===== config.mk =====
export PLATFORM = sky130hd
export DESIGN_NAME = data_tlb
export DESIGN_NICKNAME = d
export VERILOG_FILES = /design/src/hw/mem_access_pkg.sv /design/src/hw/data_tlb.sv
export VERILOG_INCLUDE_DIRS = /design/src /design/src/include
export SDC_FILE = /design/constraint.sdc
export NUM_CORES = 1
export LEC_CHECK = 0
export ABC_AREA = 1
export BUFFER_PORTS_ARGS = -buffer_cell sky130_fd_sc_hd__buf_2
export CORE_MARGIN = 2
export CORE_UTILIZATION = 55
export CTS_BUF_LIST = sky130_fd_sc_hd__clkbuf_8
export DETAILED_ROUTE_END_ITERATION = 6
export PLACE_DENSITY = 0.73
export SLEW_MARGIN = 25
export SYNTH_ARGS = -nofsm -noshare
export SYNTH_HDL_FRONTEND = slang
export SYNTH_SLANG_ARGS = --single-unit

===== constraint.sdc =====
create_clock -name clk -period 1.7 [get_ports clk]
set_input_delay 0 -clock clk [delete_from_list [all_inputs] [get_ports clk]]
set_output_delay 0 -clock clk [all_outputs]
set_load 0.01 [all_outputs]

===== src/include/mem_access_cfg.svh =====
`ifndef MEM_ACCESS_CFG_SVH
`define MEM_ACCESS_CFG_SVH

// sizing
`define MEM_FIFO_DEPTH 4
`define TLB_ENTRIES    8
`define DMEM_WORDS     256

// exception codes, cp0 cause encoding
`define EXC_TLBMOD 5'd1
`define EXC_TLBL   5'd2
`define EXC_TLBS   5'd3
`define EXC_ADEL   5'd4
`define EXC_ADES   5'd5

`endif


===== src/hw/mem_access_pkg.sv =====
package mem_access_pkg;

    typedef logic [31:0] vaddr_t;
    typedef logic [31:0] paddr_t;
    typedef logic [31:0] word_t;
    typedef logic [3:0]  wstrb_t;
    typedef logic [4:0]  exc_code_t;
    typedef logic [19:0] vpn_t;
    typedef logic [19:0] pfn_t;
    typedef logic [2:0]  cattr_t;    // 3 means cacheable
    typedef logic [1:0]  mem_size_t; // 0 byte, 1 half, 2 word

    typedef enum logic [1:0] {
        IDLE,
        RAM_RD,
        UNC_WAIT,
        RESP
    } router_state_t;

endpackage


===== src/hw/data_tlb.sv =====
`timescale 1ns/1ns
`include "mem_access_cfg.svh"

module data_tlb (
    input  logic                            clk,
    input  logic                            rst_n,
    input  logic                            tlb_we,
    input  logic [$clog2(`TLB_ENTRIES)-1:0] tlb_index,
    input  mem_access_pkg::vpn_t            tlb_vpn,
    input  mem_access_pkg::pfn_t            tlb_pfn,
    input  logic                            tlb_v,
    input  logic                            tlb_d,
    input  mem_access_pkg::cattr_t          tlb_c,
    input  mem_access_pkg::vpn_t            s1_vpn,
    output logic                            s1_found,
    output logic                            s1_v,
    output logic                            s1_d,
    output mem_access_pkg::pfn_t            s1_pfn,
    output mem_access_pkg::cattr_t          s1_c
);
    logic [`TLB_ENTRIES-1:0] used;  // written since reset
    logic [`TLB_ENTRIES-1:0] hit;
    mem_access_pkg::vpn_t    vpn_q [`TLB_ENTRIES];
    mem_access_pkg::pfn_t    pfn_q [`TLB_ENTRIES];
    mem_access_pkg::cattr_t  c_q   [`TLB_ENTRIES];
    logic [`TLB_ENTRIES-1:0] v_q;
    logic [`TLB_ENTRIES-1:0] d_q;

    always_ff @(posedge clk or negedge rst_n) begin
        if (!rst_n) begin
            used <= '0;
        end else if (tlb_we) begin
            used[tlb_index] <= 1'b1;
        end
    end

    always_ff @(posedge clk) begin
        if (tlb_we) begin
            vpn_q[tlb_index] <= tlb_vpn;
            pfn_q[tlb_index] <= tlb_pfn;
            c_q[tlb_index]   <= tlb_c;
            v_q[tlb_index]   <= tlb_v;
            d_q[tlb_index]   <= tlb_d;
        end
    end

    // walk down so the lowest index wins
    always_comb begin
        s1_found = 1'b0;
        s1_v     = 1'b0;
        s1_d     = 1'b0;
        s1_pfn   = '0;
        s1_c     = '0;
        for (int i = `TLB_ENTRIES - 1; i >= 0; i--) begin
            hit[i] = used[i] && (vpn_q[i] == s1_vpn);
            if (hit[i]) begin
                s1_found = 1'b1;
                s1_v     = v_q[i];
                s1_d     = d_q[i];
                s1_pfn   = pfn_q[i];
                s1_c     = c_q[i];
            end
        end
    end

    // overlapping pages in the table
    a_single_hit: assert property (@(posedge clk) disable iff (!rst_n) $onehot0(hit));

endmodule


==> results.cfg <==
[floorplan]
dieArea_mm2 = 0.0302
initial_core_util_pct = 55.6
die_w_um = 174
io_pins = 97
fp-row-count = 62
core_area_mm2 = 0.0285
dieHeight_um = 174

[global_route]
grt_usage_pct = 29.8
grt_pass1_vias = 11740
grt_pass1_wl_um = 67800
grt_max_degree = 52
antenna_found_initial = 0
grt_overflow = 0

[yosys]
synth_seq_area_share_pct = 69.4
synth-seq-cells = 368
synth_area_mm2 = 0.0159
synth_top_family_by_area = simple AND/OR/NAND/NOR gates
yosysTopAreaCell = edfxtp_1
yosysTopAreaCellShare_pct = 68.1
synth_compound_area_share_pct = 5.10
synth_fa_ha_area_share_pct = 0
syn_inst = 1447
yosys.area_share.simple_pct = 18.4
synth.area.mux_share_pct = 0
ys_types = 37
syn_area_per_cell_um2 = 11.0
synthXorXnorAreaFrac_pct = 2.04
yosysWarnings = 0
netlist_top_cells_area = edfxtp_1 (68%), nand2_1 (9.9%), nor2_1 (6.4%)
synth_fp_nets = 1518

[timing]
fmax_mhz = 363
final-setup-viol-count = 26
min_period_ns = 2.76
grt_setup_unrepaired = yes
fin_skew_ns = 0
relSlewSlack_pct = 61.3
finalHoldViolCount = 0
worst_slack_ns = -1.06
holdWs_ns = 0.00372
period_share_pct = 162
final.setup.tns_ns = -25.30
worst_slew_pin_slew_ns = 0.578
final_max_slew_viol_count = 0

[min_path]
hold_depth = 3
whs_endpoint = used[3]
hp-start = tlb_index[0]
hold_path.class = in2reg

[power]
peakVddDrop_v = 0.000753
power_density_mw_per_mm2 = 935
leakage_nw = 8.12

[place]
dpl.hpwl_um = 27500
gp_congestion = 0.928
portBuffers = 96

[run_status]
status = finished, violations left
violations = negative setup slack

[routing]
wl_per_cell_um = 20.6
avgViaCountPerCell = 5.45
firstDrtPassIters = 6
drtIter0Drc = 1414
routed_wl_um = 44800
final_antenna_net_count = 0
drc = 0
num_vias = 11832

[final_layout]
layout_common_cells = nand2_1 (388), edfxtp_1 (360), nor2_1 (238)
fillers = 2072
synthToLayoutAreaGrowth_pct = 25.1
layout-drive-gt1-share_pct = 23.7
nets = 1810
num_antenna_cells = 0
final_common_cell = nand2_1

[setup_path]
reg2reg_from = used[4]
crit_required_ns = 1.70
startpoint_type = flip-flop
arrival_ns = 2.76
crit_path_end_kind = primary output
r2r_end = used[4]
crit_fanout = 7
rrSetupSlack_ns = 0.25
crit_type = reg2out
worstRegToRegCells = 4

[clock_network]
clockRootBuffer = clkbuf_8
clock_path_buffers = 3
clock-sinks = 368
cts_tree = yes
numCtsBuffers = 59
clk_pin_slew_ns = 0.06
htree_levels = 2
clkLatencyLatePin_ns = 0.61

[run]
cap_viol_max_count = 0
-- worst max-delay path, stage by stage, from the launching register on --
cell	delay, ns
edfxtp_1	0.41
nand2_2	0.09
o21ai_2	0.06
nor2_2	0.20
nand2_1	0.10
nor2_2	0.14
nand2_2	0.08
nor2_4	0.14
buf_6	0.12
buf_8	0.12
buf_16	0.14
nor2_4	0.03
nand2_1	0.07
nand2_1	0.07
nand2_1	0.07
nand2_1	0.06
nand2_1	0.06
nand2_1	0.05
buf_2	0.13
-- synth_stat cells (all sizes together) --
cell type	n
clkbuf	6
o211ai	2
or2	5
dfrtp	8
nor2	279
o22ai	19
edfxtp	360
nand2	421
nand3b	3
a21oi	30
nand4	5
a211oi	4
a22o	2
buf	45
o21ai	80
o2111ai	1
o221ai	3
nand3	23
xnor2	30
xor2	7
nor4	1
inv	112
nor3b	1
-- cells by family (layout without fill, tap and decap cells) --
group | Yosys count | count (layout)
simple gates | 738 | 738
flops | 368 | 368
buf+inv | 163 | 503
compound gates | 141 | 141
xor+xnor | 37 | 37
-- layer usage --
| metal | wire length (µm) | global-route usage (%) |
|---|---|---|
| met4 | 1120 | 9.10 |
| met1 | 17900 | 41.9 |
| met3 | 4090 | 5.21 |
| met5 | 0 | 0 |
| met2 | 21600 | 48.2 |
-- worst max-delay path by stage --
stage	from	end	slack, ns	depth (start not counted)
2_1_floorplan	tlb_index[0]	c_q[0][0]	-0.12	3
3_3_place_gp	vpn_q[2][6]	s1_pfn[18]	-0.39	13
3_5_place_dp	vpn_q[2][6]	s1_pfn[18]	-0.58	13
4_1_cts	vpn_q[7][17]	s1_pfn[10]	-0.98	18
5_1_grt	vpn_q[5][0]	s1_pfn[18]	-1.19	19
6_report	vpn_q[5][7]	s1_pfn[0]	-1.06	18
-- area by class of cell --
cell class	count	area [µm²]	area share [%]
Clock buffer	59	812	4.09
Clock inverter	50	255	1.29
Inverter	112	423	2.13
Multi-Input combinational cell	916	4390	22.1
Sequential cell	368	11000	55.5
Tap cell	384	480	2.42
Timing Repair Buffer	282	2490	12.5
-- metrics by stage --
step                worst slack, ns  power [W]  cell area (µm²)  cells  util (%)
floorplan                    -0.117     0.0110            15900   1447         -
global placement             -0.390     0.0116            17700   1994      61.9
detailed placement           -0.581     0.0116            17700   1994      61.9
CTS                          -0.981     0.0185            19600   2167      68.8
global route                  -1.19     0.0192            19900   2171      69.5
finish                        -1.06     0.0186            19900   2171      69.5
-- power by group --
part / switching (W) / internal [W]
sequential: 0.000115 / 0.0103
clock: 0.00359 / 0.00341
combinational: 0.000730 / 0.000442
-- timing repair --
item	in CTS	in global routing
resized for setup	65	45
hold buffers	52	0
setup endpoints to repair	26	27
pin swaps	21	33
cloned	5	2
buffers inserted	7	3
endpoints found under the hold margin	372	0
-- sequential cells by signal, summed over array words and instances, names as in the netlist --
register and cells:
vpn_q 160, pfn_q 160, c_q 24, used 8
d_q 8, v_q 8
(Power assumes the default switching activity.)
