==> src/include/mem_access_cfg.svh <==
`ifndef MEM_ACCESS_CFG_SVH
`define MEM_ACCESS_CFG_SVH

// sizing
`define MEM_FIFO_DEPTH 4
`define TLB_ENTRIES    8
`define DMEM_WORDS     256

// exception codes, cp0 cause encoding
`define EXC_TLBMOD 5'd1
`define EXC_TLBL   5'd2
`define EXC_TLBS   5'd3
`define EXC_ADEL   5'd4
`define EXC_ADES   5'd5

`endif

==> src/hw/mem_access_pkg.sv <==
package mem_access_pkg;

    typedef logic [31:0] vaddr_t;
    typedef logic [31:0] paddr_t;
    typedef logic [31:0] word_t;
    typedef logic [3:0]  wstrb_t;
    typedef logic [4:0]  exc_code_t;
    typedef logic [19:0] vpn_t;
    typedef logic [19:0] pfn_t;
    typedef logic [2:0]  cattr_t;    // 3 means cacheable
    typedef logic [1:0]  mem_size_t; // 0 byte, 1 half, 2 word

    typedef enum logic [1:0] {
        IDLE,
        RAM_RD,
        UNC_WAIT,
        RESP
    } router_state_t;

endpackage

==> src/hw/mem1_cache_prep.sv <==
`timescale 1ns/1ns
`include "mem_access_cfg.svh"

module mem1_cache_prep (
    input  logic                          clk,
    input  logic                          rst_n,
    input  logic                          req_valid,
    input  mem_access_pkg::vaddr_t        req_vaddr,
    input  logic                          req_store,
    input  mem_access_pkg::mem_size_t     req_size,
    input  mem_access_pkg::word_t         req_wdata,
    output logic                          req_ready,
    input  mem_access_pkg::cattr_t        k0_mode,
    output mem_access_pkg::vpn_t          s1_vpn,
    input  logic                          s1_found,
    input  logic                          s1_v,
    input  logic                          s1_d,
    input  mem_access_pkg::pfn_t          s1_pfn,
    input  mem_access_pkg::cattr_t        s1_c,
    output logic                          push_valid,
    input  logic                          push_ready,
    output mem_access_pkg::paddr_t        push_paddr,
    output mem_access_pkg::vaddr_t        push_vaddr,
    output logic                          push_store,
    output mem_access_pkg::wstrb_t        push_wstrb,
    output mem_access_pkg::word_t         push_wdata,
    output logic                          push_uncached,
    output logic                          push_exception,
    output mem_access_pkg::exc_code_t     push_exc_code
);
    logic                      mapped;
    logic                      kseg0;
    logic                      kseg1;
    logic                      ade;
    logic                      tlb_inv;
    logic                      tlb_mod;
    logic                      uncached;
    logic                      exception;
    mem_access_pkg::exc_code_t exc_code;
    mem_access_pkg::paddr_t    paddr;
    mem_access_pkg::wstrb_t    wstrb;
    mem_access_pkg::word_t     wdata;

    assign s1_vpn = req_vaddr[31:12];
    assign mapped = !req_vaddr[31] || req_vaddr[30];  // kuseg, kseg2/3
    assign paddr  = mapped ? {s1_pfn, req_vaddr[11:0]} : {3'b000, req_vaddr[28:0]};

    assign ade     = (req_size == 2'd1 && req_vaddr[0]) || (req_size[1] && req_vaddr[1:0] != 2'b00);
    assign tlb_inv = mapped && (!s1_found || !s1_v);  // refill or invalid
    assign tlb_mod = mapped && req_store && s1_found && s1_v && !s1_d;

    always_comb begin
        exception = 1'b1;
        if (ade) begin
            exc_code = req_store ? `EXC_ADES : `EXC_ADEL;
        end else if (tlb_inv) begin
            exc_code = req_store ? `EXC_TLBS : `EXC_TLBL;
        end else if (tlb_mod) begin
            exc_code = `EXC_TLBMOD;
        end else begin
            exception = 1'b0;
            exc_code  = '0;
        end
    end

    assign kseg0    = req_vaddr[31:29] == 3'b100;
    assign kseg1    = req_vaddr[31:29] == 3'b101;
    assign uncached = kseg0 ? (k0_mode != 3'd3) : (kseg1 || s1_c != 3'd3);

    // lanes follow the low address bits
    always_comb begin
        case (req_size)
            2'd0: begin
                wstrb = 4'b0001 << req_vaddr[1:0];
                wdata = {4{req_wdata[7:0]}};
            end
            2'd1: begin
                wstrb = req_vaddr[1] ? 4'b1100 : 4'b0011;
                wdata = {2{req_wdata[15:0]}};
            end
            default: begin
                wstrb = 4'b1111;
                wdata = req_wdata;
            end
        endcase
        if (!req_store) begin
            wstrb = 4'b0000;
        end
    end

    assign req_ready = !push_valid || push_ready;

    always_ff @(posedge clk or negedge rst_n) begin
        if (!rst_n) begin
            push_valid <= 1'b0;
        end else if (req_ready) begin
            push_valid <= req_valid;
        end
    end

    always_ff @(posedge clk) begin
        if (req_valid && req_ready) begin
            push_paddr     <= paddr;
            push_vaddr     <= req_vaddr;
            push_store     <= req_store;
            push_wstrb     <= wstrb;
            push_wdata     <= wdata;
            push_uncached  <= uncached;
            push_exception <= exception;
            push_exc_code  <= exc_code;
        end
    end

    // entry must not move while the fifo stalls it
    a_push_hold: assert property (@(posedge clk) disable iff (!rst_n)
        push_valid && !push_ready |=> push_valid && $stable({push_paddr, push_vaddr,
        push_store, push_wstrb, push_wdata, push_uncached, push_exception, push_exc_code}));

endmodule

==> config.mk <==
export PLATFORM = sky130hd
export DESIGN_NAME = mem1_cache_prep
export DESIGN_NICKNAME = d
export VERILOG_FILES = /design/src/hw/mem_access_pkg.sv /design/src/hw/mem1_cache_prep.sv
export VERILOG_INCLUDE_DIRS = /design/src /design/src/include
export SDC_FILE = /design/constraint.sdc
export NUM_CORES = 1
export LEC_CHECK = 0
export BUFFER_PORTS_ARGS = -buffer_cell sky130_fd_sc_hd__buf_2
export CAP_MARGIN = 10
export CORE_AREA = 5 5 105 107
export DETAILED_ROUTE_END_ITERATION = 16
export DIE_AREA = 0 0 110 112
export GPL_TIMING_DRIVEN = 0
export PLACE_DENSITY = 0.85
export SLEW_MARGIN = 30
export SYNTH_ARGS = -nofsm -noshare
export SYNTH_HDL_FRONTEND = slang
export SYNTH_SLANG_ARGS = --single-unit
==> constraint.sdc <==
create_clock -name clk -period 5.91 [get_ports clk]
set_input_delay 0.2955 -clock clk [delete_from_list [all_inputs] [get_ports clk]]
set_output_delay 0.2955 -clock clk [all_outputs]
set_load 0.01 [all_outputs]
==> impl_metrics.env, run 1 <==
export IMPL_setup_viol=0
export IMPL_total_power_w=0.00147
export IMPL_clockBufferDepth=2
export IMPL_numCtsBuffers=9
export IMPL_die_x_um=110
export IMPL_multi_input_area_um2=741
export IMPL_cts_resized=0
export IMPL_clk_latency_ns=0.36
export IMPL_finalNonFillerCells=608
export IMPL_h_tree_depth=3
export IMPL_finalClockSkew_ns=0.0133
export IMPL_slew_headroom_pct=55.5
export IMPL_r2r_start="push_valid"
export IMPL_grt_pass1_wl_um=14000
export IMPL_r2r_worst_path_cells=3
export IMPL_die_area_um2=12300
export IMPL_start_util_pct=38.9
export IMPL_vias=2689
export IMPL_max_clock_freq_mhz=571
export IMPL_grt_setup_unrepaired="false"
export IMPL_hp_class="in2reg"
export IMPL_diodes=0
export IMPL_vias_per_cell=4.42
export IMPL_antenna_found_initial=0
export IMPL_fillers=859
export IMPL_drt_first_pass_iters=4
export IMPL_clkTransAtPathRegs_ns=0.10
export IMPL_vdd_drop_max_mv=0.131
export IMPL_status="finished, final reports clean"
export IMPL_dpl_hpwl_um=7440
export IMPL_tightestPinTransition_ns=0.667
export IMPL_worst_setup_path_end_kind="flop"
export IMPL_synth_cell_types=26
export IMPL_num_rows=37
export IMPL_regToRegEndpoint="push_wdata[1]"
export IMPL_synth_area_um2=3910
export IMPL_crit_type="reg2reg"
export IMPL_grt_start_max_net_pins=50
export IMPL_ant_nets=0
export IMPL_critPathMaxFanout=49
export IMPL_io_buffers=227
export IMPL_placed_cells=591
export IMPL_gp_congestion=0.771
export IMPL_cts_sinks=95
export IMPL_regArea_um2=2850
export IMPL_holdPathEnd="push_paddr[6]"
export IMPL_cp_arrival_ns=1.78
export IMPL_leakage_nw=2.41
export IMPL_post_cts_buffers=0
export IMPL_setup_tns_ns=0
export IMPL_drv_slew=0
export IMPL_wirelength_um=9520
export IMPL_overflow=0
export IMPL_fin_nets=567
export IMPL_grt_pass1_vias=2797
export IMPL_detailedPlace_worstSlack_ns=4.11
export IMPL_drive_gt1_share_pct=67.8
export IMPL_remaining_drc_errors=0
export IMPL_fin_crit_ns=1.75
export IMPL_die_height_um=112
export IMPL_cts_root_buf="clkbuf_8"
export IMPL_hold_viol_final=0
export IMPL_drt_iter0_markers=96
export IMPL_drv_cap=0
export IMPL_cts_hold_buf=1
export IMPL_synthToLayoutAreaGrowth_pct=39.8
export IMPL_grtUsageTotal_pct=15.0
export IMPL_seq_area_frac_synth_pct=72.8
export IMPL_wl_per_cell_um=15.7
export IMPL_core_area_um2=10000
export IMPL_cts_tree="yes"
export IMPL_ys_ff_latch=95
export IMPL_cp_start_kind="flop"
export IMPL_power_density_nw_per_um2=269
export IMPL_synthCells=226
export IMPL_ios=230
export IMPL_syn_area_per_cell_um2=17.3
export IMPL_period_share_pct=29.6
export IMPL_hold_depth=1
export IMPL_finalWorstSetupSlack_ns=4.16
export IMPL_yosysWarningCount=0
export IMPL_hold_start="req_vaddr[6]"
export IMPL_rrSetupSlack_ns=4.16
export IMPL_cp_required_ns=5.94
-- cells in the final DEF (no fill, tap or decap), types with 2 or more instances in the layout --
master	count
buf_2	228
edfxtp_1	94
buf_4	36
mux2_2	32
nand2_1	10
clkbuf_8	9
mux2i_1	8
o21ai_0	8
nor2b_1	6
buf_6	4
nor2_1	4
o21a_1	3
nand2b_1	3
a21oi_1	3
inv_1	2
conb_1	2
bufinv_16	2
-- layer usage --
layer,track usage (%),wire length [um],vias up
met1,17.0,3640,1243
met5,0,0,-
met2,26.1,4820,146
met4,4.74,138,0
li1,-,-,1287
met3,5.45,912,13
-- critical path, stage by stage (launching register included) --
cell and delay (ns):
dfrtp_1 0.39, nand2b_1 0.11, and2_4 0.59, buf_12 0.33
-- cell usage after synthesis --
cell,count,share of area (%)
edfxtp_1,94,72
buf_4,36,6.9
mux2_2,32,9.2
nand2_1,10,0.96
mux2i_1,8,2.0
o21ai_0,8,1.0
nor2b_1,6,0.96
buf_6,4,1.2
nor2_1,4,0.38
a21oi_1,3,0.38
nand2b_1,3,0.48
o21a_1,3,0.58
inv_1,2,0.19
a211oi_2,1,0.32
a21oi_4,1,0.42
a31oi_1,1,0.16
a41oi_1,1,0.22
and2_1,1,0.16
buf_2,1,0.13
conb_1,1,0.096
dfrtp_1,1,0.64
mux2_1,1,0.29
nor2_4,1,0.29
nor2_8,1,0.51
nor3_1,1,0.13
o22ai_1,1,0.16
-- power by group --
part / switching (W) / leakage, nW / internal, W
clock network: 0.000222 / 0.104 / 0.000237
logic: 0.000107 / 1.40 / 0.000101
registers: 0.0000101 / 0.906 / 0.000791
-- kinds of logic (layout without fill, tap and decap cells) --
| family | count (synthesis) | in the layout | share of synthesized area, % |
|---|---|---|---|
| flops | 95 | 95 | 72.8 |
| buf+inv | 43 | 288 | 8.38 |
| mux | 41 | 41 | 11.6 |
| simple gates | 27 | 27 | 3.87 |
| compound gates | 19 | 19 | 3.26 |
| other cells | 1 | 2 | 0.0959 |
-- layout make-up --
type | instances | share of cell area [%]
Buffer | 41 | 5.86
Clock buffer | 10 | 2.34
Clock inverter | 6 | 1.56
Inverter | 2 | 0.137
Multi-Input combinational cell | 89 | 13.6
Sequential cell | 95 | 52.1
Tap cell | 136 | 3.11
Timing Repair Buffer | 229 | 21.3
-- registers in the layout, indices dropped and copies added (netlist names) --
register / cells
push_vaddr: 20
push_exc_code: 3
push_exception: 1
push_store: 1
push_wstrb: 4
push_wdata: 32
push_paddr: 32
push_valid: 1
push_uncached: 1
-- how the worst max path moves through the flow --
stage	depth (start not counted)	endpoint	start
6_report	3	push_wdata[1]	push_valid
2_1_floorplan	2	push_exc_code[0]	push_valid
5_1_grt	3	push_wdata[1]	push_valid
3_5_place_dp	4	push_paddr[9]	push_ready
4_1_cts	3	push_wdata[1]	push_valid
3_3_place_gp	3	push_paddr[9]	push_ready
-- through the flow --
step	hold WS, ns	util [%]	area (um2)
2_1_floorplan	-0.0000911	-	3910
3_3_place_gp	0.0724	52.0	5220
3_5_place_dp	0.0728	52.2	5240
4_1_cts	0.0824	54.4	5470
5_1_grt	0.0741	54.4	5470
6_report	0.106	54.4	5470
No activity file was read; power rests on OpenSTA's default activity.
==> run 2, diff against run 1 <==
CORE_AREA = 5 5 107 109   (was 5 5 105 107)
DIE_AREA = 0 0 112 114   (was 0 0 110 112)
clock period = 1.4 ns   (was 5.91 ns; I/O delays follow)
==> run 2 against run 1 <==
Effect of this change:
- cell area increased by 12%
- global-route usage increased by 3.3 points
- utilization increased by 3.8 points
- sequential power increased to 4.2 times the previous value
- total power increased to 4.4 times the previous value
- routed wire length increased by 25%
- critical path depth unchanged
- critical path type unchanged
- clock power increased to 4.3 times the previous value
- fmax increased by 37%
- sequential share of layout area decreased by 5.6 points
- sequential cell count unchanged
- largest cell class unchanged
- via count increased by 13%
==> impl_metrics.env, run 2 (synthesis results as in run 1) <==
export IMPL_status="finished, final reports clean"
export IMPL_detailedPlace_worstSlack_ns=-0.0976
export IMPL_drv_cap=0
export IMPL_cts_tree="yes"
export IMPL_path_cells="nand2b_4 > and2_4 > buf_12"
export IMPL_cp_slowest_stage_delay_ns=0.42
export IMPL_setup_tns_ns=0
export IMPL_dpl_hpwl_um=7940
export IMPL_clk_latency_ns=0.35
export IMPL_grt_start_max_net_pins=41
export IMPL_fin_nets=630
export IMPL_drt_iter0_markers=170
export IMPL_h_tree_depth=3
export IMPL_crit_type="reg2reg"
export IMPL_antenna_found_initial=0
export IMPL_path_buf_inv=1
export IMPL_setup_viol=0
export IMPL_gp_congestion=0.800
export IMPL_grt_pass1_vias=3317
export IMPL_hp_class="in2reg"
export IMPL_clkTransAtPathRegs_ns=0.10
export IMPL_cp_required_ns=1.44
export IMPL_power_internal_w=0.00490
export IMPL_cts_root_buf="clkbuf_8"
export IMPL_period_share_pct=91.1
export IMPL_max_clock_freq_mhz=784
export IMPL_diodes=0
export IMPL_crit_family="flip-flops"
export IMPL_numCtsBuffers=9
export IMPL_cts_sinks=95
export IMPL_switching_share_pct=23.6
export IMPL_synthToLayoutAreaGrowth_pct=56.5
export IMPL_worst_setup_path_end_kind="flop"
export IMPL_vias_per_cell=4.51
export IMPL_layout_common_cells="buf_2 (228), edfxtp_1 (94), dlygate4sd3_1 (61)"
export IMPL_ant_nets=0
export IMPL_core_area_um2=10500
export IMPL_drv_slew=0
export IMPL_ios=230
export IMPL_die_height_um=114
export IMPL_remaining_drc_errors=0
export IMPL_p_seq_share_pct=52.9
export IMPL_num_rows=38
export IMPL_grt_pass1_wl_um=18200
export IMPL_power_switching_w=0.00151
export IMPL_cp_start_kind="flop"
export IMPL_leakage_nw=2.68
export IMPL_hold_slack_ns=0.0181
export IMPL_die_x_um=112
export IMPL_vias=3044
export IMPL_vdd_drop_max_mv=0.563
export IMPL_io_buffers=227
export IMPL_power_density_nw_per_um2=1050
export IMPL_start_util_pct=37.2
export IMPL_clockBufferDepth=2
export IMPL_overflow=0
export IMPL_wirelength_um=11900
export IMPL_crit_slowest_cell="dfrtp_1"
export IMPL_largestRegisters="push_paddr (32), push_wdata (32), push_vaddr (20)"
export IMPL_clockPowerShare_pct=30.7
export IMPL_wl_per_cell_um=17.7
export IMPL_fin_crit_ns=1.28
export IMPL_hold_viol_final=0
export IMPL_cp_arrival_ns=1.32
export IMPL_grtUsageTotal_pct=18.3
export IMPL_drive_gt1_share_pct=60.7
export IMPL_drt_first_pass_iters=4
export IMPL_die_area_um2=12800
export IMPL_grt_setup_unrepaired="false"
export IMPL_finalWorstSetupSlack_ns=0.125
export IMPL_final_common_cell="buf_2"
export IMPL_finalClockSkew_ns=0.0102
export IMPL_critPathMaxFanout=40
export IMPL_p_comb_share_pct=16.5
-- run 2: layout make-up --
type                            count  area [um2]
Fill cell                         826        4390
Timing Repair Buffer              291        1790
Clock buffer                        9         124
Buffer                             41         320
Tap cell                          140         175
Sequential cell                    95        2850
Clock inverter                      7        96.3
Multi-Input combinational cell     90         756
Inverter                            2        7.51
-- run 2: layer usage --
metal | up-vias | track usage, % | wire length (um) | part of all wire, %
met3 | 14 | 6.79 | 1050 | 8.8
li1 | 1408 | - | - | -
met2 | 160 | 34.9 | 6410 | 54
met4 | 0 | 5.69 | 183 | 1.5
met5 | - | 0 | 0 | 0
met1 | 1462 | 18.6 | 4290 | 36
-- run 2: final timing paths --
path	from	endpoint	slack, ns	cells past startpoint
setup / recovery	push_valid	push_paddr[22]	0.12	3
hold / removal	req_vaddr[1]	push_paddr[1]	0.02	1
setup reg to reg	push_valid	push_paddr[22]	0.12	3
hold reg to reg	push_valid	push_valid	0.59	2
max in group asynchronous	rst_n	push_valid	0.73	3
min in group asynchronous	rst_n	push_valid	0.57	3
-- run 2: per-stage QoR --
step | utilization (%) | area [um2] | power [W] | cells
3_5_place_dp | 50.1 | 5270 | 0.00435 | 596
4_1_cts | 58.2 | 6110 | 0.00647 | 675
6_report | 58.3 | 6120 | 0.00641 | 675
3_3_place_gp | 49.7 | 5230 | 0.00431 | 594
2_1_floorplan | - | 3920 | 0.00388 | 227
5_1_grt | 58.3 | 6120 | 0.00670 | 675
-- run 2: power by group through the flow --
| stage | Combinational, W | Clock (W) | Sequential (W) |
|---|---|---|---|
| floorplan | 0.000341 | 0 | 0.00354 |
| CTS | 0.00105 | 0.00204 | 0.00338 |
| detailed placement | 0.000903 | 0 | 0.00345 |
| finish | 0.00105 | 0.00197 | 0.00339 |
| global route | 0.00114 | 0.00216 | 0.00341 |
| global placement | 0.000861 | 0 | 0.00344 |
-- run 2: repair_timing --
item,CTS,global route
hold buffers,61,0
gates cloned,1,0
pin swaps,1,0
setup buffers,1,0
hold endpoints to repair,60,0
setup endpoints to repair,72,46
gates resized for setup,0,1
-- run 2: worst reg2reg max path, stage by stage (launching register included) --
cell,delay (ns)
dfrtp_1,0.42
nand2b_4,0.11
and2_4,0.19
buf_12,0.22
