File: config.mk
export PLATFORM = sky130hd
export DESIGN_NAME = mem_req_fifo
export DESIGN_NICKNAME = d
export VERILOG_FILES = /design/src/hw/mem_access_pkg.sv /design/src/hw/mem_req_fifo.sv
export VERILOG_INCLUDE_DIRS = /design/src /design/src/include
export SDC_FILE = /design/constraint.sdc
export NUM_CORES = 1
export LEC_CHECK = 0
export ABC_AREA = 1
export BUFFER_PORTS_ARGS = -buffer_cell sky130_fd_sc_hd__clkbuf_2
export CAP_MARGIN = 20
export CORE_MARGIN = 2
export CORE_UTILIZATION = 40
export DETAILED_ROUTE_END_ITERATION = 8
export GPL_TIMING_DRIVEN = 0
export PLACE_DENSITY = 0.6
export REMOVE_ABC_BUFFERS = 1
export SETUP_SLACK_MARGIN = 0.1
export SLEW_MARGIN = 5
export SYNTH_ARGS = -nofsm -noshare
export SYNTH_HDL_FRONTEND = slang
export SYNTH_SLANG_ARGS = --single-unit
File: constraint.sdc
create_clock -name clk -period 14.08 [get_ports clk]
set_input_delay 2.816 -clock clk [delete_from_list [all_inputs] [get_ports clk]]
set_output_delay 2.816 -clock clk [all_outputs]
set_load 0.005 [all_outputs]
File: src/include/mem_access_cfg.svh
`ifndef MEM_ACCESS_CFG_SVH
`define MEM_ACCESS_CFG_SVH

// sizing
`define MEM_FIFO_DEPTH 4
`define TLB_ENTRIES    8
`define DMEM_WORDS     256

// exception codes, cp0 cause encoding
`define EXC_TLBMOD 5'd1
`define EXC_TLBL   5'd2
`define EXC_TLBS   5'd3
`define EXC_ADEL   5'd4
`define EXC_ADES   5'd5

`endif

File: src/hw/mem_access_pkg.sv
package mem_access_pkg;

    typedef logic [31:0] vaddr_t;
    typedef logic [31:0] paddr_t;
    typedef logic [31:0] word_t;
    typedef logic [3:0]  wstrb_t;
    typedef logic [4:0]  exc_code_t;
    typedef logic [19:0] vpn_t;
    typedef logic [19:0] pfn_t;
    typedef logic [2:0]  cattr_t;    // 3 means cacheable
    typedef logic [1:0]  mem_size_t; // 0 byte, 1 half, 2 word

    typedef enum logic [1:0] {
        IDLE,
        RAM_RD,
        UNC_WAIT,
        RESP
    } router_state_t;

endpackage

File: src/hw/mem_req_fifo.sv
`timescale 1ns/1ns
`include "mem_access_cfg.svh"

module mem_req_fifo (
    input  logic                      clk,
    input  logic                      rst_n,
    input  logic                      push_valid,
    output logic                      push_ready,
    input  mem_access_pkg::paddr_t    push_paddr,
    input  mem_access_pkg::vaddr_t    push_vaddr,
    input  logic                      push_store,
    input  mem_access_pkg::wstrb_t    push_wstrb,
    input  mem_access_pkg::word_t     push_wdata,
    input  logic                      push_uncached,
    input  logic                      push_exception,
    input  mem_access_pkg::exc_code_t push_exc_code,
    output logic                      pop_valid,
    input  logic                      pop_ready,
    output mem_access_pkg::paddr_t    pop_paddr,
    output mem_access_pkg::vaddr_t    pop_vaddr,
    output logic                      pop_store,
    output mem_access_pkg::wstrb_t    pop_wstrb,
    output mem_access_pkg::word_t     pop_wdata,
    output logic                      pop_uncached,
    output logic                      pop_exception,
    output mem_access_pkg::exc_code_t pop_exc_code
);
    localparam int PTR_W   = $clog2(`MEM_FIFO_DEPTH);
    localparam int ENTRY_W = 32 + 32 + 1 + 4 + 32 + 1 + 1 + 5;

    logic [ENTRY_W-1:0] mem [`MEM_FIFO_DEPTH];
    logic [PTR_W-1:0]   wr_ptr;
    logic [PTR_W-1:0]   rd_ptr;
    logic [PTR_W:0]     count;
    logic               push_fire;
    logic               pop_fire;

    assign push_ready = count != `MEM_FIFO_DEPTH;
    assign pop_valid  = count != 0;
    assign push_fire  = push_valid && push_ready;
    assign pop_fire   = pop_valid && pop_ready;

    assign {pop_paddr, pop_vaddr, pop_store, pop_wstrb, pop_wdata,
            pop_uncached, pop_exception, pop_exc_code} = mem[rd_ptr];

    always_ff @(posedge clk) begin
        if (push_fire) begin
            mem[wr_ptr] <= {push_paddr, push_vaddr, push_store, push_wstrb, push_wdata,
                            push_uncached, push_exception, push_exc_code};
        end
    end

    always_ff @(posedge clk or negedge rst_n) begin
        if (!rst_n) begin
            wr_ptr <= '0;
            rd_ptr <= '0;
            count  <= '0;
        end else begin
            if (push_fire) begin
                wr_ptr <= (wr_ptr == PTR_W'(`MEM_FIFO_DEPTH - 1)) ? '0 : wr_ptr + 1'b1;
            end
            if (pop_fire) begin
                rd_ptr <= (rd_ptr == PTR_W'(`MEM_FIFO_DEPTH - 1)) ? '0 : rd_ptr + 1'b1;
            end
            case ({push_fire, pop_fire})
                2'b10:   count <= count + 1'b1;
                2'b01:   count <= count - 1'b1;
                default: count <= count;
            endcase
        end
    end

    // overflow or underflow shows up as a bad count
    a_count_range: assert property (@(posedge clk) disable iff (!rst_n)
        count <= `MEM_FIFO_DEPTH);
    a_ptr_match: assert property (@(posedge clk) disable iff (!rst_n)
        (wr_ptr == rd_ptr) == (count == 0 || count == `MEM_FIFO_DEPTH));

endmodule

==> flow_summary.json, run 1 <==
{
  "status": "complete, no violations",
  "diodes": 0,
  "wl_mm": 36.7,
  "endpoint_kind": "primary output",
  "numCtsBuffers": 46,
  "ant_nets": 0,
  "fillerInstances": 3976,
  "yosysMostFrequentCell": "edfxtp_1",
  "p_total_mw": 4.53,
  "cp_data_required_time_ns": 11.26,
  "peakVddDrop_mv": 0.202,
  "dp_hpwl_mm": 22.7,
  "netlist_area_sq_um": 18600,
  "nNetsFinal": 1663,
  "via_per_inst": 4.71,
  "clk_latency_ns": 0.56,
  "place_inst": 2096,
  "ys_ff_latch": 439,
  "synth_commonest_cells": "432 x edfxtp_1, 281 x nand2_1, 227 x inv_1, 134 x o211ai_2, 82 x o211ai_1",
  "grt_usage_pct": 15.3,
  "firstDrtPassIters": 4,
  "layout-drive-gt1-share_pct": 32.6,
  "maxSlewHeadroom_pct": 44.3,
  "tightest_slew_ns": 0.836,
  "hold_start": "count[0]",
  "p_leak_nw": 8.71,
  "min_path_cells": 1,
  "postCtsSetupBuffers": 0,
  "start_util_pct": 40.8,
  "yosysTopAreaCellShare_pct": 69.8,
  "setup_viol": 0,
  "synth_cell_type_count": 20,
  "crit_arrival_ns": 3.05,
  "grt_start_max_net_pins": 76,
  "portBuffers": 221,
  "startpoint_type": "register",
  "area_growth_pct": 17.8,
  "rsz0062_at_grt": "false",
  "power_density_nw_per_um2": 207,
  "hp-class": "reg2reg",
  "cts.hold.buffers_added": 0,
  "die-area_sq_um": 48200,
  "netlist_instances": 1318,
  "whs_ns": 0.503,
  "reg2reg_to": "mem[2][81]",
  "wire_per_inst_um": 16.8,
  "io_pins": 222,
  "min_to": "count[0]",
  "reg2reg_from": "count[0]",
  "die-width_um": 219,
  "final_core_util_pct": 48.0,
  "grt_pass1_vias": 10200,
  "finalNonFillerCells": 2179,
  "skew_ns": 0.0134,
  "rows": 78,
  "ys_seq_area_share_pct": 70.8,
  "cts_root_buf": "clkbuf_16",
  "clockBufferDepth": 3,
  "grt_pass1_wl_mm": 56.3,
  "r2r_cells": 7,
  "synth_top_cell_by_area": "edfxtp_1",
  "synthFlopType": "edfxtp_1",
  "crit_fanout": 74,
  "finalMaxSlewViolations": 0,
  "grt-ovfl-total": 0,
  "yosys-top-cells-area": "edfxtp_1 70%, o211ai_2 9.0%, nand2_1 5.7%, inv_1 4.6%, o211ai_1 3.3%",
  "syn_area_per_cell_sq_um": 14.1,
  "ys_async_sr_fraction_pct": 1.59,
  "clk_pin_slew_ns": 0.06,
  "drt-initial-drc-count": 502,
  "core_sq_um": 45600,
  "drv_cap": 0,
  "timing.final.crit_share_pct": 41.7,
  "rrSetupSlack_ns": 11.58,
  "period_needed_ns": 5.87,
  "crit_type": "reg2out",
  "yosys_warnings": 0,
  "clock-sinks": 439,
  "die_y_um": 219,
  "vias": 10300,
  "synth-edff-count": 432,
  "place_congestion": 0.683,
  "finalHoldViolations": 0,
  "drc": 0,
  "htree_levels": 2,
  "antenna_found_initial": 4,
  "fmax_mhz": 170,
  "ctsResizeCount": 0,
  "cts_tree": "done"
}
==> logic make-up after synthesis <==
group / share of synthesized area (%)
DFF: 70.8
and+or+nand+nor: 7.98
buffers and inverters: 8.32
AOI/OAI and AO/OA: 12.4
adders and majority gates: 0.512
xor gates and xnor gates: 0.0472
==> cell usage in the layout (no fill, tap or decap) <==
| cell | netlist | routed |
|---|---|---|
| o21ai_0 | 1 | 1 |
| inv_8 | 0 | 1 |
| nand2_1 | 281 | 281 |
| buf_16 | 0 | 12 |
| dfrtp_4 | 0 | 2 |
| clkinv_1 | 0 | 8 |
| clkbuf_2 | 0 | 221 |
| clkbuf_1 | 0 | 10 |
| o211ai_2 | 134 | 134 |
| clkinv_2 | 0 | 11 |
| o211ai_1 | 82 | 82 |
| buf_12 | 8 | 16 |
| fa_1 | 1 | 1 |
| xnor2_1 | 1 | 1 |
| clkinv_4 | 0 | 1 |
| inv_2 | 3 | 2 |
| nor2_4 | 0 | 4 |
| nand3_1 | 7 | 7 |
| clkinvlp_4 | 0 | 2 |
| bufinv_16 | 0 | 2 |
| dfrtp_1 | 7 | 5 |
| edfxtp_1 | 432 | 432 |
| clkbuf_16 | 0 | 49 |
| nand2_2 | 58 | 58 |
| ha_1 | 6 | 6 |
| inv_1 | 227 | 227 |
| nor2_1 | 6 | 2 |
| nand4_1 | 1 | 1 |
==> worst max-delay path by stage <==
stage | from | cells past startpoint | end
floorplan | rd_ptr[0] | 2 | pop_exc_code[0]
global placement | rd_ptr[0] | 3 | pop_vaddr[12]
detailed placement | rd_ptr[0] | 7 | pop_wstrb[1]
global route | rd_ptr[0] | 7 | pop_paddr[5]
CTS | rd_ptr[0] | 7 | pop_paddr[5]
finish | rd_ptr[0] | 7 | pop_paddr[5]
==> sequential cells by signal, summed over array words and instances (netlist names) <==
| register | cells |
|---|---|
| count | 3 |
| mem | 432 |
| rd_ptr | 2 |
| wr_ptr | 2 |
==> metal layers <==
metal  vias to the layer above  wire, um  global-route usage [%]
li1                       5065         -                       -
met1                      4935     15900                    19.5
met2                       197     17400                    25.0
met3                        68      2570                    4.65
met4                         8       809                    5.14
met5                         -        48                       0
==> critical path, cell delays in order, from the launching register on <==
cell and delay (ns):
dfrtp_4 0.95, buf_16 0.36, buf_16 0.31, buf_16 0.36
nand2_1 0.13, o211ai_2 0.08, nand2_1 0.08, clkbuf_2 0.11
==> stage by stage <==
step                cell area, sq um  setup TNS, ns  setup WS, ns
floorplan                      17900              0          1.21
global placement               19800        -235.02         -2.37
detailed placement             20400              0          8.77
CTS                            21900              0          8.13
global route                   21900              0          7.97
finish                         21900              0          8.21
==> power breakdown <==
group,leakage (nW),total [mW],switching [mW],internal (mW)
logic,3.96,1.54,0.940,0.605
clock network,0.704,1.15,0.481,0.669
registers,4.04,1.83,0.120,1.71
==> cell type report <==
type / instances / area (sq um) / area share [%]
inverters: 230 / 871 / 3.98
clock buffers: 59 / 1260 / 5.78
multi-input cells: 578 / 3910 / 17.9
repair buffers: 249 / 1760 / 8.03
flip-flops and latches: 439 / 13200 / 60.1
clock inverters: 24 / 169 / 0.772
well taps: 600 / 751 / 3.43
No activity file was read; power rests on OpenSTA's default activity.
==> inputs of run 2 (changes only) <==
--- a/config.mk
+++ b/config.mk
@@ -13,7 +13,7 @@
 export CORE_UTILIZATION = 40
 export DETAILED_ROUTE_END_ITERATION = 8
 export GPL_TIMING_DRIVEN = 0
-export PLACE_DENSITY = 0.6
+export PLACE_DENSITY = 0.63
 export REMOVE_ABC_BUFFERS = 1
 export SETUP_SLACK_MARGIN = 0.1
 export SLEW_MARGIN = 5
==> constraint.sdc (replaced) <==
create_clock -name clk -period 5.3 [get_ports clk]
set_input_delay 1.06 -clock clk [delete_from_list [all_inputs] [get_ports clk]]
set_output_delay 1.06 -clock clk [all_outputs]
set_load 0.005 [all_outputs]
==> run 2 against run 1 <==
Net effect: worst setup slack worse by 7.0 ns; final area down 0.18%; via count down 0.26%; non-clock buffer count down 1; sequential share of layout area up 0.11 points; hold slack worse by 0.17 ns; routed wire length down 2.8%; total power rose to 2.6 times the previous value; register-to-register slack worse by 8.8 ns; critical path type unchanged; largest cell class unchanged.
==> flow_summary.json, run 2 (synthesis gave the netlist of run 1 again) <==
{
  "status": "complete, no violations",
  "drv_cap": 0,
  "clk_pin_slew_ns": 0.05,
  "die-width_um": 219,
  "netSwitchingFraction_pct": 33.8,
  "cp_cell_sequence": "buf_16 > buf_16 > buf_16 > nand2_1 > o211ai_2 > nand2_1 > clkbuf_2",
  "nNetsFinal": 1662,
  "core_sq_um": 45600,
  "crit_fanout": 77,
  "cts.hold.buffers_added": 0,
  "clockBufferDepth": 3,
  "crit_arrival_ns": 3.07,
  "ant_nets": 0,
  "path_buf_inv": 4,
  "dp_hpwl_mm": 21.4,
  "setup_viol": 0,
  "cts_root_buf": "clkbuf_16",
  "max_stage_delay_ns": 0.89,
  "grt_pass1_wl_mm": 55.6,
  "ctsResizeCount": 0,
  "grt_pass1_vias": 10400,
  "timing.final.crit_share_pct": 78.0,
  "finalMaxSlewViolations": 0,
  "die_y_um": 219,
  "multi_input_area_sq_um": 3910,
  "internal_power_mw": 7.89,
  "via_per_inst": 4.70,
  "postCtsSetupBuffers": 0,
  "layout_commonest_cell": "edfxtp_1",
  "grt_start_max_net_pins": 78,
  "drc": 0,
  "hp-class": "in2async",
  "layout_common_cells": "432 x edfxtp_1, 281 x nand2_1, 227 x inv_1",
  "dpl_worst_slack_ns": 1.80,
  "firstDrtPassIters": 7,
  "antenna_found_initial": 1,
  "rows": 78,
  "top_regs": "mem x432, count x3",
  "cp_data_required_time_ns": 4.24,
  "grt-ovfl-total": 0,
  "fillerInstances": 3891,
  "tightest_slew_ns": 0.848,
  "netSwitchingPower_mw": 4.03,
  "place_congestion": 0.678,
  "setup_slack_ns": 1.17,
  "rsz0062_at_grt": "false",
  "dpl-instance-area_sq_um": 20400,
  "p_total_mw": 11.9,
  "p_leak_nw": 8.68,
  "endpoint_kind": "primary output",
  "io_pins": 222,
  "period_needed_ns": 4.13,
  "wl_mm": 35.7,
  "clk_latency_ns": 0.56,
  "portBuffers": 221,
  "seqPwrFrac_pct": 40.5,
  "area_growth_pct": 17.6,
  "clkPwrFrac_pct": 25.0,
  "diodes": 0,
  "die-area_sq_um": 48200,
  "wire_per_inst_um": 16.4,
  "worst_path_most_repeated_cell": "buf_16",
  "p_comb_share_pct": 34.4,
  "fmax_mhz": 242,
  "setup_tns_ns": 0,
  "crit_type": "reg2out",
  "cts_tree": "done",
  "seqCellArea_sq_um": 13200,
  "vias": 10200,
  "slowest_stage": "dfrtp_4",
  "largest_register_ffs": 432,
  "htree_levels": 2,
  "regMostFlops": "mem",
  "cp_top_family": "buffers and inverters",
  "power_density_nw_per_um2": 546,
  "final_core_util_pct": 47.9,
  "maxSlewHeadroom_pct": 43.3,
  "layout-drive-gt1-share_pct": 32.2,
  "grt_usage_pct": 14.9,
  "startpoint_type": "register",
  "fin_area_sq_um": 21800,
  "clock-sinks": 439,
  "skew_ns": 0.0113,
  "start_util_pct": 40.8,
  "peakVddDrop_mv": 0.358,
  "finalHoldViolations": 0,
  "numCtsBuffers": 46,
  "drt-initial-drc-count": 479
}
run 2: cell types whose count changed in the layout (fill, tap and decap cells not counted):
cell       previous run  this run
bufinv_16             2         1
clkbuf_1             10        15
clkinv_1              8         9
buf_16               12        13
clkinv_4              1         0
inv_6                 0         1
clkinv_2             11         7
buf_12               16        14
run 2: stage by stage:
stage | hold WS [ns] | cells
after CTS | 0.296 | 2179
after floorplan | 0.463 | 1247
final | 0.334 | 2179
after global routing | 0.313 | 2179
after detailed placement | 0.490 | 2095
after global placement | 0.480 | 2068
run 2: power by group through the flow:
stage	Sequential [mW]	Combinational, mW	Clock (mW)
final	4.83	4.11	2.98
after global routing	4.90	4.57	3.21
after CTS	4.84	4.23	3.08
after detailed placement	4.91	4.21	0
after global placement	5.46	3.00	0
after floorplan	5.23	1.97	0
run 2: worst paths after layout:
| kind | start | endpoint | slack [ns] | cells past startpoint |
|---|---|---|---|---|
| max | rd_ptr[0] | pop_paddr[5] | 1.17 | 7 |
| min | rst_n | wr_ptr[0] | 0.33 | 1 |
| max reg2reg | count[0] | mem[1][62] | 2.75 | 6 |
| min reg2reg | count[0] | count[0] | 0.50 | 1 |
| max in group asynchronous | rst_n | rd_ptr[0] | 4.77 | 1 |
| min in group clk | count[0] | count[0] | 0.50 | 1 |
run 2: worst reg2reg max path: cells and delay by family, from the launching register on:
kind                   cells  cell delay (ns)
buffers and inverters      3             0.62
and+or+nand+nor            3             1.23
DFF                        1             0.38
run 2: layer usage:
metal	global-route usage, %	wire length, um
met1	18.5	15200
met2	25.4	17400
met3	4.38	2320
met4	3.94	676
met5	0	11
run 2: layout make-up:
| cell class | count | share of cell area (%) |
|---|---|---|
| well taps | 600 | 3.44 |
| multi-input cells | 578 | 17.9 |
| clock inverters | 20 | 0.561 |
| flip-flops and latches | 439 | 60.2 |
| repair buffers | 248 | 7.99 |
| inverters | 230 | 3.99 |
| clock buffers | 64 | 5.87 |
==> inputs of run 3 (changes only) <==
==> constraint.sdc (replaced) <==
create_clock -name clk -period 3.4 [get_ports clk]
set_input_delay 0.68 -clock clk [delete_from_list [all_inputs] [get_ports clk]]
set_output_delay 0.68 -clock clk [all_outputs]
set_load 0.005 [all_outputs]
==> run 3 against run 2 <==
Net effect: final area is 0.74% higher; die area stayed put; total power is 59% higher; global-route usage is 0.63 points higher; critical path depth is 2 lower.
==> flow_summary.json, run 3 (synthesis gave the netlist of run 1 again) <==
{
  "wire_per_inst_um": 17.0,
  "rsz0062_at_grt": "false",
  "drt-initial-drc-count": 433,
  "crit_arrival_ns": 2.46,
  "tightest_slew_ns": 0.851,
  "hp-class": "in2reg",
  "antenna_found_initial": 1,
  "final_core_util_pct": 48.3,
  "cts_tree": "done",
  "status": "complete, no violations",
  "layout_commonest_cell": "edfxtp_1",
  "start_util_pct": 40.8,
  "internal_power_mw": 12.5,
  "startpoint_type": "register",
  "drc": 0,
  "place_inst": 2095,
  "peakVddDrop_mv": 0.515,
  "top_regs": "mem x432, count x3",
  "cp_data_required_time_ns": 2.72,
  "layout_common_cells": "432 x edfxtp_1, 281 x nand2_1, 227 x inv_1",
  "max_stage_delay_ns": 0.63,
  "skew_ns": 0.0139,
  "seqPwrFrac_pct": 39.4,
  "crit_fanout": 58,
  "clk_latency_ns": 0.56,
  "nNetsFinal": 1671,
  "p_leak_nw": 8.77,
  "area_growth_pct": 18.4,
  "die_y_um": 219,
  "path_buf_inv": 3,
  "numCtsBuffers": 46,
  "endpoint_kind": "primary output",
  "rrSetupSlack_ns": 0.84,
  "dpl_worst_slack_ns": 0.279,
  "whs_ns": 0.328,
  "clkPwrFrac_pct": 24.7,
  "hold_start": "push_exc_code[1]",
  "largest_register_ffs": 432,
  "die-width_um": 219,
  "finalMaxSlewViolations": 0,
  "drv_cap": 0,
  "cp_cell_sequence": "inv_8 > buf_16 > o211ai_2 > nand2_1 > clkbuf_2",
  "clk_pin_slew_ns": 0.06,
  "wl_mm": 37.1,
  "vias": 10400,
  "setup_viol": 0,
  "finalNonFillerCells": 2188,
  "finalHoldViolations": 0,
  "crit_type": "reg2out",
  "via_per_inst": 4.75,
  "place_congestion": 0.678,
  "firstDrtPassIters": 7,
  "fmax_mhz": 319,
  "maxSlewHeadroom_pct": 43.1,
  "die-area_sq_um": 48200,
  "setup_slack_ns": 0.263,
  "r2r_cells": 6,
  "portBuffers": 221,
  "diodes": 0,
  "period_needed_ns": 3.14,
  "netSwitchingPower_mw": 6.41,
  "power_density_nw_per_um2": 859,
  "layout-drive-gt1-share_pct": 32.6,
  "grt_start_max_net_pins": 68,
  "timing.final.crit_share_pct": 92.3,
  "regMostFlops": "mem",
  "grt_pass1_vias": 10600,
  "reg2reg_to": "mem[1][57]",
  "slowest_stage": "dfrtp_4",
  "grt_usage_pct": 15.5,
  "cts_root_buf": "clkbuf_16",
  "ctsResizeCount": 0,
  "netSwitchingFraction_pct": 33.9,
  "ant_nets": 0,
  "cp_top_family": "buffers and inverters",
  "htree_levels": 2,
  "grt_pass1_wl_mm": 57.7,
  "min_to": "mem[0][1]",
  "dp_hpwl_mm": 21.4,
  "reg2reg_from": "count[0]",
  "clockBufferDepth": 3,
  "core_sq_um": 45600,
  "min_path_cells": 1,
  "p_comb_share_pct": 36.0,
  "clock-sinks": 439,
  "io_pins": 222,
  "grt-ovfl-total": 0,
  "rows": 78
}
[run 3: cell types whose count changed in the layout (fill, tap and decap cells not counted), sizes merged]
cell | before | now
dlygate4sd3 | 0 | 1
buf | 27 | 32
bufbuf | 0 | 3
[run 3: through the flow]
step	total power [mW]	cell area [sq um]	TNS, ns
floorplan	10.7	17900	-1883.54
global placement	11.8	19800	-4130.92
detailed placement	14.2	20400	0
CTS	19.2	22000	0
global route	20.1	22000	0
finish	18.9	22000	0
[run 3: area by class of cell]
class                   instances  area, sq um
fillers                      3872        23600
flip-flops and latches        439        13200
multi-input cells             578         3910
repair buffers                257         1910
clock buffers                  64         1280
inverters                     230          871
well taps                     600          751
clock inverters                20          123
[run 3: worst reg2reg max path: cells and delay by family, from the launching register on]
family / cells / cell delay, ns
DFF: 1 / 0.38
and+or+nand+nor: 3 / 1.23
buffers and inverters: 3 / 0.62
[run 3: worst max-delay path by stage]
| stage | from | cells after the start | slack (ns) | end |
|---|---|---|---|---|
| after floorplan | rd_ptr[0] | 4 | -7.36 | rd_ptr[0] |
| after global placement | rd_ptr[0] | 3 | -10.69 | pop_uncached |
| after detailed placement | rd_ptr[0] | 7 | 0.28 | pop_paddr[5] |
| after CTS | rd_ptr[1] | 5 | 0.17 | pop_vaddr[5] |
| after global routing | rd_ptr[1] | 5 | 0.11 | pop_wdata[28] |
| final | rd_ptr[1] | 5 | 0.26 | pop_vaddr[5] |
[run 3: power by group through the flow]
stage | registers (mW) | clock network (mW) | logic, mW
global route | 7.53 | 5.01 | 7.54
global placement | 8.05 | 0 | 3.72
detailed placement | 7.66 | 0 | 6.57
CTS | 7.45 | 4.80 | 6.99
floorplan | 8.01 | 0 | 2.71
finish | 7.44 | 4.66 | 6.80
[run 3: routing by layer]
layer / up-vias / track usage, % / part of all wire (%)
met5: - / 0 / 0.030
met4: 2 / 3.96 / 1.8
met3: 63 / 4.49 / 6.4
met2: 205 / 26.7 / 49
met1: 5041 / 19.2 / 42
li1: 5084 / - / -
[run 3: repair_timing]
item | CTS | global route
endpoints found under the setup margin | 62 | 0
buffers inserted | 5 | 0
hold buffers | 1 | 0
hold endpoints to repair | 7 | 0
